$ cat src/soc_bus_pkg.sv
`default_nettype none

package soc_bus_pkg;

  // ----------------------------------------------------------------------
  // base types
  // ----------------------------------------------------------------------
  typedef logic [31:0] addr_t;
  typedef logic [31:0] data_t;
  typedef logic [3:0]  strb_t;  // one bit per byte lane
  typedef logic [1:0]  resp_t;

  localparam resp_t RESP_OKAY   = 2'd0;
  localparam resp_t RESP_DECERR = 2'd3;  // no slave at this address

  // ----------------------------------------------------------------------
  // channel payloads, valid and ready travel beside them
  // ----------------------------------------------------------------------
  typedef struct packed {
    addr_t addr;
  } ar_chan_t;

  typedef struct packed {
    data_t data;
    resp_t resp;
  } r_chan_t;

  typedef struct packed {
    addr_t addr;
  } aw_chan_t;

  typedef struct packed {
    data_t data;
    strb_t strb;
  } w_chan_t;

  typedef struct packed {
    resp_t resp;
  } b_chan_t;

  // ----------------------------------------------------------------------
  // address map
  // ----------------------------------------------------------------------
  // sram owns addr[31:27] == 5'h10, i.e. 0x8000_0000 upward
  localparam logic [4:0] SRAM_BASE_HI = 5'h10;

  // mtime low word, high word at +4, window is addr[31:3]
  localparam addr_t CLINT_MTIME_ADDR = 32'ha000_0048;

  // uart tx register, 8-byte window as well
  localparam addr_t UART_TX_ADDR = 32'ha000_03f8;

endpackage

`default_nettype wire
$ cat src/uart_tx_port.sv
`default_nettype none

module uart_tx_port (
  input  logic                  clk,
  input  logic                  rstn,
  input  soc_bus_pkg::aw_chan_t aw,
  input  logic                  aw_valid,
  output logic                  aw_ready,
  input  soc_bus_pkg::w_chan_t  w,
  input  logic                  w_valid,
  output logic                  w_ready,
  output soc_bus_pkg::b_chan_t  b,
  output logic                  b_valid,
  input  logic                  b_ready,
  output logic [7:0]            tx_data,
  output logic                  tx_valid
);
  import soc_bus_pkg::*;

  logic wr_fire;

  assign wr_fire  = aw_valid && w_valid && !b_valid;
  assign aw_ready = wr_fire;
  assign w_ready  = wr_fire;
  assign b.resp   = RESP_OKAY;

  always_ff @(posedge clk) begin
    if (rstn) begin
      b_valid  <= 1'b0;
      tx_valid <= 1'b0;
    end else begin
      tx_valid <= wr_fire && w.strb[0];  // single-cycle pulse
      if (wr_fire) begin
        b_valid <= 1'b1;
      end else if (b_ready) begin
        b_valid <= 1'b0;
      end
    end
  end

  // low byte of the write data
  always_ff @(posedge clk) begin
    if (wr_fire) tx_data <= w.data[7:0];
  end

endmodule

`default_nettype wire

$ cat config.mk
export PLATFORM = sky130hd
export DESIGN_NAME = uart_tx_port
export DESIGN_NICKNAME = d
export VERILOG_FILES = /design/src/soc_bus_pkg.sv /design/src/uart_tx_port.sv
export SDC_FILE = /design/constraint.sdc
export NUM_CORES = 1
export LEC_CHECK = 0
export BUFFER_PORTS_ARGS = -buffer_cell sky130_fd_sc_hd__buf_2
export CORE_MARGIN = 1.5
export CORE_UTILIZATION = 23
export CTS_BUF_LIST = sky130_fd_sc_hd__clkbuf_2
export DETAILED_ROUTE_END_ITERATION = 16
export GPL_TIMING_DRIVEN = 0
export PLACE_DENSITY_LB_ADDON = 0.1
export SLEW_MARGIN = 20
export SYNTH_ARGS = -nofsm -noshare
export SYNTH_HDL_FRONTEND = slang
export SYNTH_SLANG_ARGS = --single-unit
$ cat constraint.sdc
create_clock -name clk -period 1.85 [get_ports clk]
set_input_delay 0.555 -clock clk [delete_from_list [all_inputs] [get_ports clk]]
set_output_delay 0.555 -clock clk [all_outputs]
set_load 0.02 [all_outputs]
==> results.md <==
- Chip height: 42.2 um
- Hold Fails Final Rpt: 0
- Pwr Density: 806 nW/um^2
- Initial Utilization: 0.259
- Seq cells post-synth: 10
- Worst-path cell with the longest stage delay: buf_2
- Internal power: ~0.00033 W
- Number of synthesized flops with an enable pin: 8
- Worst path bufs/invs: 4
- Period utilization: 0.923
- Startpoint types: input port
- Share of power burned in registers: 0.589
- First-pass GRT wire length: a little under 1 mm
- Met3 wire length: approximately 130 um
- Synthesis-to-layout area growth: 52.3%
- Vias: 247
- Post-DRT Antenna Nets: 0
- Leading cell type by number of instances after synthesis: edfxtp_1
- Mapped Cells: 19
- Hold crit path type: in -> reg
- Die Wd: 42.2 um
- Most frequent CP cell: buf_2
- Max IR drop VDD: 0.286 mV
- # diodes: 0
- Setup violations, final: 0
- Clock power frac: 0.266
- Post-DR vias/cell: between 3 and 4
- Fillers: 148
- Synth area leaders: edfxtp_1, dfxtp_1, buf_4
- Dpl cells: 60
- WS Path Type: in -> out
- Met2 WL post-DR: 262 um
- Area of the core: 1370 um^2
- Pre-Repair DR Iteration Count: 1
- CTS sink cnt: 10
- Commonest cells post-synth: edfxtp_1, buf_4, dfxtp_1
- CP Capture Type: output pin
- Largest delay share family, worst path: buffers and inverters
- Root buffer cell: clkbuf_2
- Post-layout minimum cycle time: 1.71 ns
- Non-filler cells, final: 66
- Total congestion overflow: 0
- Largest net degree at the start of global routing: 7
- Clk_lat worst skew: 0.24 ns
- Full die area: 1780 um^2
- Reg area: between 200 and 300 um^2
- Top cell type's share of synthesized area: 0.678
- Ys async rst share: 0
- Initial DRC count: 0
- Switch Pwr: 0.000106 W
- Synth Warn #: 0
- DRT Wirelength: 617 um
- All-Layer GR Usage: 0.0723
- Sw Ratio: 0.243
- Port Buf Inserts: 25
- H-Tree Depth: 1
- Layout cells sized above 1: 0.706
- Leading area contributor after synthesis: edfxtp_1
- RSZ-0062 raised after global routing: false
- Initial antenna violation count: 0
- DRC: 0
- Crit path DAT: 1.15 ns
- Fmax: approximately 590 MHz
- Max Slew Vio Count: 0
- Clk buf depth: 2
- DR WL/cell: 9.35 um
- Rows: 13
- Post-synthesis sequential area ratio: 0.792
- Cell variety after synth: 9
- Data required time at the worst endpoint: 1.29 ns
- Highest routed metal layer: met3
- Logic gate share of total power: 0.145
- Mapped cell area: roughly 350 um^2
- Hpwl dp: slightly above 500 um
- Post-Route M1 WL: 219 um
- Ports: 87
- RePlAce Congestion: 0.631
- CTS tree: built
- Min Hold Slack: 0.481 ns
- Setup Skew: 0.00197 ns
- Max stage delay on crit path: 0.15 ns
- Status: finished, final reports clean
- NumNets Final: 125
- Reg clk slew, reported paths: 0.10 ns
- CTS buffer count: 3
- Leak Pwr: between 0.2 and 0.3 nW
- Vias in the first global route: approximately 240
- Cell Chain, Critical Path: buf_2 > nand3b_4 > clkinvlp_4 > buf_4 > buf_2
- Worst-path fanout max: 4
- Syn_area_per_cell: 18.6 um^2
- Synth Flop Type: edfxtp_1
- Max-cap violations: 0
- Multi-input logic area: 51.3 um^2
[flip-flops by register name, indices dropped and copies added, names as in the netlist]
signal    cells
tx_valid      1
tx_data       8
b_valid       1
[cell families after synthesis]
group,after synthesis,synth area share
DFF,10,0.792
and+or+nand+nor,3,0.110
buffers and inverters,4,0.0742
other,1,0.0106
AOI/OAI and AO/OA,1,0.0141
[power groups by stage]
stage	registers [W]	logic [W]	clock network, W
after floorplan	0.000274	0.0000207	0
after global placement	0.000261	0.0000586	0
after detailed placement	0.000261	0.0000594	0
after CTS	0.000256	0.0000640	0.000122
after global routing	0.000257	0.0000669	0.000135
final	0.000256	0.0000631	0.000116
[what timing repair did]
action                                  in CTS  in global routing
gates resized for setup                      1                  0
endpoints found under the setup margin       1                  0
hold endpoints to repair                     0                  0
buffers inserted                             2                  0
hold buffers                                 0                  0
[layout make-up]
cell class / instances / share of cell area
well taps: 15 / 0.0348
repair buffers: 27 / 0.260
multi-input cells: 6 / 0.0951
inverters: 1 / 0.0139
flip-flops and latches: 10 / 0.520
clock buffers: 3 / 0.0278
plain buffers: 3 / 0.0418
clock inverters: 1 / 0.00696
[final timing paths]
| path | startpoint | endpoint | slack, ns | cells after the start |
|---|---|---|---|---|
| setup reg to reg | b_valid$_SDFFE_PP0P_ | tx_data[3]$_DFFE_PP_ | 0.82 | 3 |
| hold / removal | rstn | b_valid$_SDFFE_PP0P_ | 0.48 | 2 |
| hold reg to reg | b_valid$_SDFFE_PP0P_ | b_valid$_SDFFE_PP0P_ | 0.49 | 2 |
| setup / recovery | aw_valid | w_ready | 0.14 | 5 |
[cell usage in the layout, fill, tap and decap left out]
cell        netlist  final
nor3b_2           1      1
buf_4             3      5
conb_1            1      2
clkinvlp_4        0      1
dfxtp_1           2      2
clkinv_1          0      1
nand2b_1          1      1
buf_2             0     25
a21oi_1           1      1
edfxtp_1          8      8
clkbuf_2          0      3
nand3b_4          1      1
[layer usage]
layer  vias to the layer above  track usage
li1                        127            -
met1                       100       0.0697
met2                        20        0.105
met3                         0       0.0647
met4                         0       0.0375
met5                         -            0
[per-stage QoR]
step	power (W)	util	setup WS, ns	TNS [ns]	cell area [um^2]
final	0.000435	0.395	0.142	0	539
after global routing	0.000459	0.395	0.0504	0	539
after CTS	0.000443	0.395	0.122	0	539
after detailed placement	0.000321	0.367	-0.0643	-0.0643	502
after global placement	0.000319	0.367	-0.0368	-0.0368	502
after floorplan	0.000294	-	0.132	0	358
Note: power is estimated with default switching activity, not from simulation.
