**src/soc_bus_pkg.sv**
```systemverilog
`default_nettype none

package soc_bus_pkg;

  // ----------------------------------------------------------------------
  // base types
  // ----------------------------------------------------------------------
  typedef logic [31:0] addr_t;
  typedef logic [31:0] data_t;
  typedef logic [3:0]  strb_t;  // one bit per byte lane
  typedef logic [1:0]  resp_t;

  localparam resp_t RESP_OKAY   = 2'd0;
  localparam resp_t RESP_DECERR = 2'd3;  // no slave at this address

  // ----------------------------------------------------------------------
  // channel payloads, valid and ready travel beside them
  // ----------------------------------------------------------------------
  typedef struct packed {
    addr_t addr;
  } ar_chan_t;

  typedef struct packed {
    data_t data;
    resp_t resp;
  } r_chan_t;

  typedef struct packed {
    addr_t addr;
  } aw_chan_t;

  typedef struct packed {
    data_t data;
    strb_t strb;
  } w_chan_t;

  typedef struct packed {
    resp_t resp;
  } b_chan_t;

  // ----------------------------------------------------------------------
  // address map
  // ----------------------------------------------------------------------
  // sram owns addr[31:27] == 5'h10, i.e. 0x8000_0000 upward
  localparam logic [4:0] SRAM_BASE_HI = 5'h10;

  // mtime low word, high word at +4, window is addr[31:3]
  localparam addr_t CLINT_MTIME_ADDR = 32'ha000_0048;

  // uart tx register, 8-byte window as well
  localparam addr_t UART_TX_ADDR = 32'ha000_03f8;

endpackage

`default_nettype wire
```
**src/clint_timer.sv**
```systemverilog
`default_nettype none

module clint_timer (
  input  logic                  clk,
  input  logic                  rstn,
  input  soc_bus_pkg::ar_chan_t ar,
  input  logic                  ar_valid,
  output logic                  ar_ready,
  output soc_bus_pkg::r_chan_t  r,
  output logic                  r_valid,
  input  logic                  r_ready
);
  import soc_bus_pkg::*;

  logic [63:0] mtime;
  data_t       rdata_q;
  logic        ar_fire;

  // ----------------------------------------------------------------------
  // free-running counter
  // ----------------------------------------------------------------------
  always_ff @(posedge clk) begin
    if (rstn) begin
      mtime <= '0;
    end else begin
      mtime <= mtime + 64'd1;
    end
  end

  // ----------------------------------------------------------------------
  // read port
  // ----------------------------------------------------------------------
  assign ar_ready = !r_valid;
  assign ar_fire  = ar_valid && ar_ready;
  assign r.data   = rdata_q;
  assign r.resp   = RESP_OKAY;

  always_ff @(posedge clk) begin
    if (rstn) begin
      r_valid <= 1'b0;
    end else if (ar_fire) begin
      r_valid <= 1'b1;
    end else if (r_ready) begin
      r_valid <= 1'b0;
    end
  end

  // value before this edge's increment
  always_ff @(posedge clk) begin
    if (ar_fire) begin
      rdata_q <= ar.addr[2] ? mtime[63:32] : mtime[31:0];  // bit 2 picks high word
    end
  end

endmodule

`default_nettype wire

```
**config.mk**
```make
export PLATFORM = sky130hd
export DESIGN_NAME = clint_timer
export DESIGN_NICKNAME = d
export VERILOG_FILES = /design/src/soc_bus_pkg.sv /design/src/clint_timer.sv
export SDC_FILE = /design/constraint.sdc
export NUM_CORES = 1
export LEC_CHECK = 0
export BUFFER_PORTS_ARGS = -buffer_cell sky130_fd_sc_hd__buf_2
export CORE_MARGIN = 3
export CORE_UTILIZATION = 39
export DETAILED_ROUTE_END_ITERATION = 8
export HOLD_SLACK_MARGIN = 0.12
export SYNTH_ARGS = -nofsm -noshare
export SYNTH_HDL_FRONTEND = slang
export SYNTH_SLANG_ARGS = --single-unit
export TNS_END_PERCENT = 20
```
**constraint.sdc**
```tcl
create_clock -name clk -period 2.7 [get_ports clk]
set_input_delay 0.135 -clock clk [delete_from_list [all_inputs] [get_ports clk]]
set_output_delay 0.135 -clock clk [all_outputs]
set_load 0.1 [all_outputs]
```
==> out/qor.yml <==
route:
  top_layer_used: "met4"
  num_vias: 3337
  route.detailed.drc: 0
  wl_met3_um: 465
  wire_per_inst_um: 15.76
  met1_length_mm: 4.622
  wl_met2_mm: 4.498
  avgViaCountPerCell: 5.382
  routed_wl_mm: 9.769
  dr.pass1.iters: 4
  drt_iter0_markers: 169
  ant_nets: 0
layout:
  drive_above_1_share_pct: 22.92
  num_antenna_cells: 0
  final_area_um2: 5224
  area_growth_pct: 17.47
  final_core_util_pct: 47.56
  fin_nets: 513
power:
  ir_drop_mv: 0.3223
  p_leak_nw: 1.957
  cellPowerDensity_nw_per_um2: 654.1
die:
  fp.dieW_um: 112.8
  dieArea_um2: 12720
  core_area_um2: 10980
  initial_utilization_pct: 40.49
  dieHeight_um: 112.8
  rows: 38
  io_pins: 72
cts:
  clk_latency_ns: 0.35
  clock-sinks: 97
  clkTransAtPathRegs_ns: 0.07
  cts_setup_buffers: 0
  htree_levels: 3
  cts_hold_buf: 2
  clk_path_buf_depth: 2
  cts_resized: 0
  cts_tree: "built"
  cts_buffers: 9
  cts_root_buffer: "clkbuf_16"
setup_path:
  setup.worst_path.start: "mtime[16]$_SDFF_PP0_"
  cp-start-kind: "register"
  arrival_ns: 2.77
  cp.required_ns: 2.97
  cp_max_fo: 7
  r2r_end: "mtime[60]$_SDFF_PP0_"
  crit_type: "reg2reg"
  rrSetupSlack_ns: 0.20
  rr_worst_depth: 5
  r2r-start: "mtime[16]$_SDFF_PP0_"
  cp-end-kind: "register"
  crit_end: "mtime[60]$_SDFF_PP0_"
global_routing:
  grt_antenna_before_repair: 0
  grt_pass1_wl_mm: 16.32
  grtUsageTotal_pct: 16.16
  grt_max_degree: 46
  grt_pass1_vias: 3188
  overflow: 0
synth:
  synth_area_leaders: "dfxtp_1 (29%), edfxtp_1 (22%), mux2_2 (7.9%), xor2_1 (5.5%), nor2_1 (4.1%)"
  yosysMostFrequentCell: "dfxtp_1"
  yosysWarnings: 0
  synth_top_cell_area_share_pct: 29.26
  synth.distinct_cells: 40
  yosys-top-cells-count: "dfxtp_1 (65), nor2_1 (49), edfxtp_1 (32), mux2_2 (31), nand2_1 (29)"
  synthFlopType: "dfxtp_1"
  synth_area_um2: 4447
  synth_top_area_cell: "dfxtp_1"
  ys_async_sr_fraction_pct: 0
  synth-seq-cells: 97
  synth-edff-count: 32
  avgSynthCellArea_um2: 10.37
  synthCells: 429
  ys_seq_area_share_pct: 50.87
place:
  portBuffers: 38
  pre_cts_slack_ns: 0.2148
  place_congestion: 0.8844
  post-dp-hpwl_mm: 6.675
  placed_cell_area_um2: 4837
timing:
  final-setup-viol-count: 0
  slew_headroom_pct: 45.24
  fin_crit_ns: 2.499
  hold_violations: 0
  max_freq_mhz: 400.2
  fin_ws_ns: 0.2013
  worst_pin_slew_ns: 0.8214
  fin_crit_sh_pct: 92.54
  maxSlewViolCount: 0
  rsz0062_at_grt: "false"
  final.setup_skew_ns: 0.007875
  fin_tns_setup_ns: 0
worst_hold_path:
  hold_class: "in2reg"
  hold_start: "rstn"
status:
  status: "finished, final reports clean"
run:
  max_cap_viol_count: 0
per-layer routing:
layer  GRT usage (%)  vias up
met1           21.85     1592
met3           4.385       13
met4           5.769        0
met5               0        -
li1                -     1668
met2           24.96       64
where the power goes:
part | internal, mW | switching, mW | leakage, nW | total [mW]
clock | 1.02 | 0.550 | 0.175 | 1.57
sequential | 1.53 | 0.0122 | 0.843 | 1.55
combinational | 0.0398 | 0.261 | 0.939 | 0.301
critical path: stages (launching register included):
cell,delay (ns)
dfxtp_1,0.43
nand4_1,0.34
nor4_4,0.67
nand4_1,0.34
or4_1,0.48
a21oi_1,0.15
how the worst min path moves through the flow:
stage                            to  cells past startpoint  slack (ns)
6_report       mtime[19]$_SDFF_PP0_                      2        0.37
5_1_grt        mtime[53]$_SDFF_PP0_                      2        0.40
4_1_cts        mtime[19]$_SDFF_PP0_                      2        0.36
3_5_place_dp   r_valid$_SDFFE_PP0P_                      2        0.33
3_3_place_gp   r_valid$_SDFFE_PP0P_                      2        0.32
2_1_floorplan  r_valid$_SDFFE_PP0P_                      1        0.23
registers in the layout (all words and copies together), names as in the netlist:
name	cells
rdata_q	32
mtime	64
r_valid	1
cells in the final DEF, fill, tap and decap left out, drive strengths merged, types with 7 or more instances in the layout:
| cell | netlist | routed |
|---|---|---|
| dfxtp | 65 | 65 |
| nor2 | 49 | 49 |
| buf | 3 | 49 |
| edfxtp | 32 | 32 |
| mux2 | 32 | 32 |
| nand2 | 29 | 29 |
| xor2 | 28 | 28 |
| nand4 | 28 | 28 |
| nand3 | 26 | 26 |
| a21oi | 20 | 20 |
| o21ai | 17 | 17 |
| or3 | 15 | 15 |
| nor4 | 12 | 12 |
| clkbuf | 13 | 10 |
| or4 | 8 | 8 |
| and3 | 8 | 8 |
| xnor2 | 7 | 7 |
per-stage QoR:
stage,hold WS [ns],instances,power (mW)
final,0.3707,620,3.417
after global routing,0.3991,620,3.522
after CTS,0.3644,620,3.442
after detailed placement,0.3321,603,1.879
after global placement,0.3180,603,1.877
after floorplan,0.2340,430,1.834
area by class of cell:
class                      count  area (um2)
clock inverter                 5       127.6
clock buffer                  10       239.0
timing repair buffer          51       292.8
multi-input combinational    313        2112
sequential                    97        2262
inverter                       4       15.01
tap                          140       175.2
fill                        1025        5759
cell families (layout without fill, tap and decap cells):
family          count (synthesis)  in the layout  share of synthesized area, %
simple gates                  194            194                         25.49
fa+ha+maj                       1              1                        0.2813
buf+inv                        20             70                         1.885
xor+xnor                       35             35                         6.894
mux                            32             32                         8.103
other cells                     1              2                       0.08433
flops                          97             97                         50.87
compound gates                 49             49                         6.388
(Power assumes the default switching activity.)
