[src/soc_bus_pkg.sv]
`default_nettype none

package soc_bus_pkg;

  // ----------------------------------------------------------------------
  // base types
  // ----------------------------------------------------------------------
  typedef logic [31:0] addr_t;
  typedef logic [31:0] data_t;
  typedef logic [3:0]  strb_t;  // one bit per byte lane
  typedef logic [1:0]  resp_t;

  localparam resp_t RESP_OKAY   = 2'd0;
  localparam resp_t RESP_DECERR = 2'd3;  // no slave at this address

  // ----------------------------------------------------------------------
  // channel payloads, valid and ready travel beside them
  // ----------------------------------------------------------------------
  typedef struct packed {
    addr_t addr;
  } ar_chan_t;

  typedef struct packed {
    data_t data;
    resp_t resp;
  } r_chan_t;

  typedef struct packed {
    addr_t addr;
  } aw_chan_t;

  typedef struct packed {
    data_t data;
    strb_t strb;
  } w_chan_t;

  typedef struct packed {
    resp_t resp;
  } b_chan_t;

  // ----------------------------------------------------------------------
  // address map
  // ----------------------------------------------------------------------
  // sram owns addr[31:27] == 5'h10, i.e. 0x8000_0000 upward
  localparam logic [4:0] SRAM_BASE_HI = 5'h10;

  // mtime low word, high word at +4, window is addr[31:3]
  localparam addr_t CLINT_MTIME_ADDR = 32'ha000_0048;

  // uart tx register, 8-byte window as well
  localparam addr_t UART_TX_ADDR = 32'ha000_03f8;

endpackage

`default_nettype wire
[src/bus_xbar.sv]
`default_nettype none

module bus_xbar (
  input  logic                  clk,
  input  logic                  rstn,
  // master side
  input  soc_bus_pkg::ar_chan_t m_ar,
  input  logic                  m_ar_valid,
  output logic                  m_ar_ready,
  output soc_bus_pkg::r_chan_t  m_r,
  output logic                  m_r_valid,
  input  logic                  m_r_ready,
  input  soc_bus_pkg::aw_chan_t m_aw,
  input  logic                  m_aw_valid,
  output logic                  m_aw_ready,
  input  soc_bus_pkg::w_chan_t  m_w,
  input  logic                  m_w_valid,
  output logic                  m_w_ready,
  output soc_bus_pkg::b_chan_t  m_b,
  output logic                  m_b_valid,
  input  logic                  m_b_ready,
  // sram read
  output soc_bus_pkg::ar_chan_t sram_ar,
  output logic                  sram_ar_valid,
  input  logic                  sram_ar_ready,
  input  soc_bus_pkg::r_chan_t  sram_r,
  input  logic                  sram_r_valid,
  output logic                  sram_r_ready,
  // timer
  output soc_bus_pkg::ar_chan_t clint_ar,
  output logic                  clint_ar_valid,
  input  logic                  clint_ar_ready,
  input  soc_bus_pkg::r_chan_t  clint_r,
  input  logic                  clint_r_valid,
  output logic                  clint_r_ready,
  // sram write
  output soc_bus_pkg::aw_chan_t sram_aw,
  output soc_bus_pkg::w_chan_t  sram_w,
  output logic                  sram_aw_valid,
  output logic                  sram_w_valid,
  input  logic                  sram_aw_ready,
  input  logic                  sram_w_ready,
  input  soc_bus_pkg::b_chan_t  sram_b,
  input  logic                  sram_b_valid,
  output logic                  sram_b_ready,
  // uart
  output soc_bus_pkg::aw_chan_t uart_aw,
  output soc_bus_pkg::w_chan_t  uart_w,
  output logic                  uart_aw_valid,
  output logic                  uart_w_valid,
  input  logic                  uart_aw_ready,
  input  logic                  uart_w_ready,
  input  soc_bus_pkg::b_chan_t  uart_b,
  input  logic                  uart_b_valid,
  output logic                  uart_b_ready
);
  import soc_bus_pkg::*;

  // target codes, DEV is clint for reads and uart for writes
  localparam logic [1:0] TGT_SRAM = 2'd0;
  localparam logic [1:0] TGT_DEV  = 2'd1;
  localparam logic [1:0] TGT_ERR  = 2'd2;

  // ----------------------------------------------------------------------
  // read
  // ----------------------------------------------------------------------
  logic [1:0] ar_tgt;
  logic       ar_sel_ready;
  logic       ar_fire;
  logic       r_fire;
  logic       rd_busy;  // one read outstanding
  logic [1:0] rd_own;

  always_comb begin
    ar_tgt       = TGT_ERR;
    ar_sel_ready = 1'b1;  // miss accepted at once
    if (m_ar.addr[31:27] == SRAM_BASE_HI) begin
      ar_tgt       = TGT_SRAM;
      ar_sel_ready = sram_ar_ready;
    end else if (m_ar.addr[31:3] == CLINT_MTIME_ADDR[31:3]) begin
      ar_tgt       = TGT_DEV;
      ar_sel_ready = clint_ar_ready;
    end
  end

  assign sram_ar        = m_ar;
  assign clint_ar       = m_ar;
  assign sram_ar_valid  = m_ar_valid && !rd_busy && (ar_tgt == TGT_SRAM);
  assign clint_ar_valid = m_ar_valid && !rd_busy && (ar_tgt == TGT_DEV);
  assign m_ar_ready     = !rd_busy && ar_sel_ready;
  assign ar_fire        = m_ar_valid && m_ar_ready;

  // steer r from the owner only
  always_comb begin
    m_r           = '0;
    m_r_valid     = 1'b0;
    sram_r_ready  = 1'b0;
    clint_r_ready = 1'b0;
    if (rd_busy) begin
      case (rd_own)
        TGT_SRAM: begin
          m_r          = sram_r;
          m_r_valid    = sram_r_valid;
          sram_r_ready = m_r_ready;
        end
        TGT_DEV: begin
          m_r           = clint_r;
          m_r_valid     = clint_r_valid;
          clint_r_ready = m_r_ready;
        end
        default: begin
          m_r.resp  = RESP_DECERR;  // data stays 0
          m_r_valid = 1'b1;
        end
      endcase
    end
  end

  assign r_fire = m_r_valid && m_r_ready;

  always_ff @(posedge clk) begin
    if (rstn) begin
      rd_busy <= 1'b0;
      rd_own  <= TGT_ERR;
    end else if (ar_fire) begin
      rd_busy <= 1'b1;
      rd_own  <= ar_tgt;
    end else if (r_fire) begin
      rd_busy <= 1'b0;
    end
  end

  // ----------------------------------------------------------------------
  // write, aw and w taken together
  // ----------------------------------------------------------------------
  logic       wr_req;
  logic [1:0] aw_tgt;
  logic       aw_sel_ready;
  logic       wr_ready;
  logic       wr_fire;
  logic       b_fire;
  logic       wr_busy;
  logic [1:0] wr_own;

  assign wr_req = m_aw_valid && m_w_valid;

  always_comb begin
    aw_tgt       = TGT_ERR;
    aw_sel_ready = 1'b1;
    if (m_aw.addr[31:27] == SRAM_BASE_HI) begin
      aw_tgt       = TGT_SRAM;
      aw_sel_ready = sram_aw_ready && sram_w_ready;
    end else if (m_aw.addr[31:3] == UART_TX_ADDR[31:3]) begin
      aw_tgt       = TGT_DEV;
      aw_sel_ready = uart_aw_ready && uart_w_ready;
    end
  end

  assign sram_aw       = m_aw;
  assign sram_w        = m_w;
  assign uart_aw       = m_aw;
  assign uart_w        = m_w;
  assign sram_aw_valid = wr_req && !wr_busy && (aw_tgt == TGT_SRAM);
  assign sram_w_valid  = sram_aw_valid;
  assign uart_aw_valid = wr_req && !wr_busy && (aw_tgt == TGT_DEV);
  assign uart_w_valid  = uart_aw_valid;

  assign wr_ready   = wr_req && !wr_busy && aw_sel_ready;
  assign m_aw_ready = wr_ready;
  assign m_w_ready  = wr_ready;  // always equal to aw_ready
  assign wr_fire    = wr_ready;

  always_comb begin
    m_b          = '0;
    m_b_valid    = 1'b0;
    sram_b_ready = 1'b0;
    uart_b_ready = 1'b0;
    if (wr_busy) begin
      case (wr_own)
        TGT_SRAM: begin
          m_b          = sram_b;
          m_b_valid    = sram_b_valid;
          sram_b_ready = m_b_ready;
        end
        TGT_DEV: begin
          m_b          = uart_b;
          m_b_valid    = uart_b_valid;
          uart_b_ready = m_b_ready;
        end
        default: begin
          m_b.resp  = RESP_DECERR;
          m_b_valid = 1'b1;
        end
      endcase
    end
  end

  assign b_fire = m_b_valid && m_b_ready;

  always_ff @(posedge clk) begin
    if (rstn) begin
      wr_busy <= 1'b0;
      wr_own  <= TGT_ERR;
    end else if (wr_fire) begin
      wr_busy <= 1'b1;
      wr_own  <= aw_tgt;
    end else if (b_fire) begin
      wr_busy <= 1'b0;
    end
  end

endmodule

`default_nettype wire

[config.mk]
export PLATFORM = sky130hd
export DESIGN_NAME = bus_xbar
export DESIGN_NICKNAME = d
export VERILOG_FILES = /design/src/soc_bus_pkg.sv /design/src/bus_xbar.sv
export SDC_FILE = /design/constraint.sdc
export NUM_CORES = 1
export LEC_CHECK = 0
export BUFFER_PORTS_ARGS = -buffer_cell sky130_fd_sc_hd__buf_2
export CAP_MARGIN = 20
export CORE_AREA = 5 5 169 171
export DETAILED_ROUTE_END_ITERATION = 16
export DIE_AREA = 0 0 174 176
export GPL_ROUTABILITY_DRIVEN = 0
export MAX_ROUTING_LAYER = met4
export PLACE_DENSITY = 0.45
export SLEW_MARGIN = 20
export SYNTH_ARGS = -nofsm -noshare
export SYNTH_HDL_FRONTEND = slang
export SYNTH_SLANG_ARGS = --single-unit
[constraint.sdc]
create_clock -name clk -period 3.35 [get_ports clk]
set_clock_uncertainty 0.1 [all_clocks]
set_input_delay 0.5025 -clock clk [delete_from_list [all_inputs] [get_ports clk]]
set_output_delay 0.5025 -clock clk [all_outputs]
set_load 0.01 [all_outputs]
==> flow_metrics.py, run 1 <==
metrics = {
    "final_layout": {
        "n_fill_cell": 3142,
        "finalInstanceArea_mm2": 0.00319,
        "nNetsFinal": 657,
        "final_util_pct": 11.9,
        "layout_commonest_cell": "buf_2",
        "syn2layout_area_growth_pct": 20.4,
        "antenna_cells": 0,
        "layout_common_cells": "313 x buf_2, 38 x nor2_1, 35 x mux2i_1",
        "drive_gt1_share_pct": 70.2,
    },
    "logic_synthesis": {
        "ys.flop_type": "dfxtp_1",
        "synth_area_mm2": 0.00265,
        "ys_seq_elements": 6,
        "async_reset_ff_share_pct": 0,
        "yosysSeqAreaShare_pct": 4.54,
        "synth_edf_count": 0,
        "ys_warn_count": 0,
        "synth_cells": 357,
        "synth_fp_nets": 546,
        "avgSynthCellArea_um2": 7.41,
        "synth.distinct_cells": 36,
    },
    "pwr": {
        "p_leak_uw": 0.00171,
        "p_per_area_mw_per_mm2": 191,
        "vdd_drop_max_uv": 82.4,
    },
    "job": {
        "maxCapViolCount": 0,
    },
    "drt": {
        "drc": 0,
        "vias": 2545,
        "routedWlPerCell_um": 13.1,
        "finalWirelength_um": 10500,
        "first_pass_iters": 4,
        "antenna_left": 0,
        "viasPerCell": 3.15,
        "drt_iter0_markers": 48,
    },
    "critical_path": {
        "required_ns": 2.75,
        "critPathMaxStageDelay_ns": 0.44,
        "startpoint_type": "primary input",
        "cp.arrival_ns": 2.09,
        "cp-end-kind": "primary output",
        "crit_type": "in2out",
        "r2r_end": "wr_own[1]",
        "reg2reg_from": "wr_busy",
        "rrSetupSlack_ns": 1.52,
        "crit_start": "m_ar[13]",
        "crit_chain": "buf_2 -> nor4_1 -> nand4_1 -> or2_1 -> o221a_2 -> buf_2",
        "cpMaxStageDelayCell": "nor4_1",
        "crit_fanout": 3,
        "worst_r2r_path_depth": 5,
        "cp_common_cell": "buf_2",
        "crit_path_end": "m_ar_ready",
    },
    "clocking": {
        "clock_latency_ns": 0.23,
        "cts_hold_buffers": 0,
        "cts_root_buf": "clkbuf_16",
        "htreeDepth": 1,
        "cts.path.max_buffers": 2,
        "clkTransAtPathRegs_ns": 0.03,
        "post-cts-setup-buffers": 0,
        "cts_tree": "yes",
        "cts_sinks": 6,
        "cts_buffers": 3,
        "cts.repair.resized": 0,
    },
    "floorplan": {
        "pin_count": 440,
        "die_h_um": 176,
        "coreArea_mm2": 0.0267,
        "dieArea_mm2": 0.0306,
        "rows": 60,
        "die_w_um": 174,
        "start_util_pct": 9.90,
    },
    "sta": {
        "rsz0062_at_grt": "no",
        "tns_ns": 0,
        "final_max_slew_viol_count": 0,
        "hold_violations": 0,
        "period_needed_ns": 2.69,
        "fin_ws_ns": 0.661,
        "relSlewSlack_pct": 48.0,
        "fmax_mhz": 372,
        "worst_pin_slew_ns": 0.779,
        "min_period_over_period_pct": 80.3,
        "hold_ws_ns": 0.374,
        "setup_violations": 0,
    },
    "grt": {
        "grt_max_degree": 39,
        "grt_pass1_wl_um": 14800,
        "grt_usage_pct": 6.31,
        "antenna_found_initial": 0,
        "gr-total-overflow": 0,
        "first_global_vias": 2636,
    },
    "place": {
        "io_buffers": 313,
        "post-place-ws_ns": 0.677,
        "placed_area_mm2": 0.00311,
        "place_hpwl_um": 9610,
    },
    "worst_hold_path": {
        "min_path_type": "reg2reg",
    },
    "status": {
        "status": "completed",
    },
}
## worst max-delay path, delay by kind of cell
kind,cells,cell delay [ns]
buffers and inverters,2,0.25
AOI/OAI and AO/OA,1,0.27
and+or+nand+nor,3,1.07
## power breakdown
part | switching [uW] | total, uW | leakage (uW) | internal, uW
combinational | 173 | 332 | 0.00162 | 158
sequential | 4.97 | 81.1 | 0.0000497 | 76.1
clock | 43.9 | 197 | 0.0000370 | 154
total | 222 | 610 | 0.00171 | 388
## kinds of logic after synthesis
logic type             synth area share (%)
DFF                                    4.54
buffers and inverters                  59.9
AOI/OAI and AO/OA                      5.81
muxes                                  14.1
and+or+nand+nor                        15.6
## layout make-up
cell class                 instances  area, um2  area share [%]
timing repair buffer             317       1600            50.1
tap                              341        427            13.4
clock buffer                       3       75.1            2.36
inverter                           7       26.3           0.824
multi-input combinational        133        941            29.5
sequential                         6        121            3.81
## metrics by stage
stage,instances,total power [uW]
global route,807,659
floorplan,357,407
global placement,804,420
detailed placement,804,421
CTS,807,627
finish,807,610
## layer usage
metal | vias up | wire [um] | global-route usage [%]
met2 | 251 | 5460 | 11.6
li1 | 1201 | - | -
met3 | 22 | 1390 | 2.81
met5 | - | 0 | -
met1 | 1071 | 3370 | 5.79
met4 | 0 | 311 | 2.34
## registers in the layout, indices dropped and copies added, names as in the netlist
signal   cells
rd_busy      1
wr_own       2
rd_own       2
wr_busy      1
## cell usage after synthesis, types with 3 or more instances
cell      instances  area, um2
a211oi_1          3       22.5
a21oi_1           7       35.0
buf_2             4       20.0
buf_4           203       1520
clkbuf_1          4       15.0
dfxtp_1           6        120
inv_1             7       26.3
mux2i_1          35        350
nand2_1           4       15.0
nand4_1           3       18.8
nor2_1           38        143
nor2b_1           4       25.0
nor4_1            7       43.8
## worst min-delay path by stage
stage,start,end,cells after the start
after floorplan,rd_own[1],rd_own[1],1
after CTS,rd_own[1],rd_own[1],1
after global routing,rd_own[1],rd_own[1],1
after global placement,rd_own[1],rd_own[1],1
final,rd_own[1],rd_own[1],1
after detailed placement,rd_own[1],rd_own[1],1
No activity file was read; power rests on OpenSTA's default activity.
==> inputs of run 2 (changes only) <==
--- a/config.mk
+++ b/config.mk
@@ -5,14 +5,15 @@
 export SDC_FILE = /design/constraint.sdc
 export NUM_CORES = 1
 export LEC_CHECK = 0
+export ABC_AREA = 1
 export BUFFER_PORTS_ARGS = -buffer_cell sky130_fd_sc_hd__buf_2
 export CAP_MARGIN = 20
-export CORE_AREA = 5 5 169 171
+export CORE_AREA = 5 5 167 169
 export DETAILED_ROUTE_END_ITERATION = 16
-export DIE_AREA = 0 0 174 176
+export DIE_AREA = 0 0 172 174
 export GPL_ROUTABILITY_DRIVEN = 0
 export MAX_ROUTING_LAYER = met4
-export PLACE_DENSITY = 0.45
+export PLACE_DENSITY = 0.48
 export SLEW_MARGIN = 20
 export SYNTH_ARGS = -nofsm -noshare
 export SYNTH_HDL_FRONTEND = slang
==> constraint.sdc (replaced) <==
create_clock -name clk -period 2.4 [get_ports clk]
set_clock_uncertainty 0.1 [all_clocks]
set_input_delay 0.36 -clock clk [delete_from_list [all_inputs] [get_ports clk]]
set_output_delay 0.36 -clock clk [all_outputs]
set_load 0.01 [all_outputs]
==> flow_metrics.py, run 2 <==
metrics = {
    "status": {
        "status": "completed",
    },
    "final_layout": {
        "largest_registers": "rd_own x2, wr_own x2",
        "syn2layout_area_growth_pct": 18.2,
        "layout_common_cells": "313 x buf_2, 101 x nand2_1, 54 x nor2_1, 36 x inv_1, 36 x a21oi_1",
        "n_fill_cell": 3136,
        "drive_gt1_share_pct": 56.3,
        "finalInstanceArea_mm2": 0.00337,
        "layout_commonest_cell": "buf_2",
        "antenna_cells": 0,
        "nNetsFinal": 783,
    },
    "logic_synthesis": {
        "avgSynthCellArea_um2": 5.87,
        "synth_edf_count": 0,
        "muxShareOfSynthArea_pct": 0,
        "async_reset_ff_share_pct": 0,
        "synthAdderAreaFrac_pct": 0,
        "synth_common_cells": "203 x buf_4, 101 x nand2_1, 54 x nor2_1, 36 x a21oi_1, 36 x inv_1",
        "synthSimpleGateAreaFrac_pct": 27.7,
        "ys.flop_type": "dfxtp_1",
        "yosys.area.top_type": "buf_4",
        "yosysMostFrequentCell": "buf_4",
        "ys_top_cells_by_area": "buf_4 53%, nand2_1 13%, nor2_1 7.1%",
        "synth_cells": 486,
        "synth_top_family_by_area": "buffers and inverters",
        "synth_fp_nets": 675,
        "ys_seq_elements": 6,
        "synth_area_mm2": 0.00285,
        "yosysSeqAreaShare_pct": 4.21,
        "synth_top_area_share_pct": 53.4,
        "synth.distinct_cells": 20,
        "synth_compound_area_share_pct": 7.90,
        "ys_warn_count": 0,
        "synthXorXnorAreaFrac_pct": 0,
    },
    "clocking": {
        "htreeDepth": 1,
        "cts_sinks": 6,
        "cts_root_buf": "clkbuf_16",
        "cts_tree": "yes",
        "cts.path.max_buffers": 2,
        "clock_latency_ns": 0.24,
        "cts_buffers": 3,
        "post-cts-setup-buffers": 0,
        "cts.repair.resized": 0,
        "cts_hold_buffers": 0,
        "clkTransAtPathRegs_ns": 0.04,
    },
    "pwr": {
        "vdd_drop_max_uv": 208,
        "p_leak_uw": 0.00188,
        "p_per_area_mw_per_mm2": 264,
    },
    "critical_path": {
        "startpoint_type": "flip-flop",
        "worst_r2r_path_depth": 5,
        "crit_fanout": 27,
        "crit_type": "reg2out",
        "cp-end-kind": "primary output",
        "required_ns": 1.94,
        "cpMaxStageDelayCell": "dfxtp_1",
        "critPathMaxStageDelay_ns": 0.37,
        "rrSetupSlack_ns": 0.75,
        "crit_chain": "nor2_4 -> buf_4 -> nand2_1 -> a21oi_1 -> buf_2",
        "cp.arrival_ns": 1.62,
    },
    "drt": {
        "first_pass_iters": 4,
        "antenna_left": 0,
        "vias": 3008,
        "viasPerCell": 3.22,
        "drt_iter0_markers": 56,
        "drc": 0,
        "routedWlPerCell_um": 12.2,
        "finalWirelength_um": 11400,
    },
    "worst_hold_path": {
        "whs_path_depth": 2,
        "min_path_type": "in2reg",
    },
    "sta": {
        "setup_violations": 0,
        "fmax_mhz": 480,
        "relSlewSlack_pct": 58.7,
        "worst_pin_slew_ns": 0.619,
        "period_needed_ns": 2.08,
        "final_max_slew_viol_count": 0,
        "min_period_over_period_pct": 86.8,
        "hold_violations": 0,
        "tns_ns": 0,
        "rsz0062_at_grt": "no",
    },
    "floorplan": {
        "pin_count": 440,
        "coreArea_mm2": 0.0264,
        "die_w_um": 172,
        "start_util_pct": 10.8,
        "rows": 60,
        "die_h_um": 174,
        "dieArea_mm2": 0.0299,
    },
    "grt": {
        "first_global_vias": 2941,
        "antenna_found_initial": 0,
        "gr-total-overflow": 0,
        "grt_usage_pct": 6.87,
        "grt_max_degree": 36,
        "grt_pass1_wl_um": 15600,
    },
    "job": {
        "maxCapViolCount": 0,
    },
    "place": {
        "place_hpwl_um": 10300,
        "placed_area_mm2": 0.00329,
        "io_buffers": 313,
    },
}
run 2: cell count changes after synthesis, moves of 7 or more:
cell     delta
a21oi_1    +29
nand3_1    +10
nor4_1      -7
mux2i_1    -35
nor3_1      +7
nand2_1    +97
nor2_1     +16
inv_1      +29
run 2: final cells by class:
class	count	area (um2)	area share, %
repair buffers	315	1580	46.9
flip-flops and latches	6	120	3.56
inverters	40	150	4.46
well taps	341	427	12.7
clock buffers	3	75.1	2.23
multi-input cells	228	1020	30.2
run 2: final timing paths:
| path | from | end |
|---|---|---|
| worst min-delay path | rstn | wr_own[0] |
| worst max register to register | rd_busy | rd_busy |
| worst max-delay path | rd_own[1] | m_r[32] |
| worst min register to register | wr_own[0] | wr_own[0] |
run 2: metrics by stage:
step / hold slack (ns) / instances / utilization (%) / power, uW / setup WS (ns)
3_5_place_dp: 0.405 / 930 / 12.5 / 616 / 0.493
2_1_floorplan: 0.329 / 486 / - / 583 / 0.846
3_3_place_gp: 0.399 / 930 / 12.5 / 616 / 0.482
5_1_grt: 0.308 / 933 / 12.8 / 956 / 0.151
4_1_cts: 0.292 / 933 / 12.8 / 906 / 0.246
6_report: 0.272 / 933 / 12.8 / 889 / 0.317
run 2: kinds of logic (layout without fill, tap and decap cells):
| logic type | Yosys count | after routing |
|---|---|---|
| AOI/OAI and AO/OA | 40 | 40 |
| buffers and inverters | 252 | 358 |
| DFF | 6 | 6 |
| and+or+nand+nor | 188 | 188 |
run 2: where the power goes:
group / leakage, uW / total (uW) / switching, uW / internal [uW]
clock: 0.0000370 / 284 / 68.8 / 215
combinational: 0.00179 / 486 / 277 / 209
sequential: 0.0000494 / 119 / 12.2 / 107
run 2: metal layers:
metal / routed length [um] / track usage [%] / share of wire (%) / vias up
met5: 0 / - / 0 / -
met4: 356 / 1.90 / 3.1 / 0
met2: 5650 / 12.5 / 50 / 233
met1: 3840 / 6.58 / 34 / 1240
met3: 1540 / 2.91 / 13 / 32
li1: - / - / - / 1503
run 2: critical path, delay by kind of cell (launching register included):
kind                   cells  cell delay [ns]
buffers and inverters      2             0.50
and+or+nand+nor            2             0.34
AOI/OAI and AO/OA          1             0.16
DFF                        1             0.37
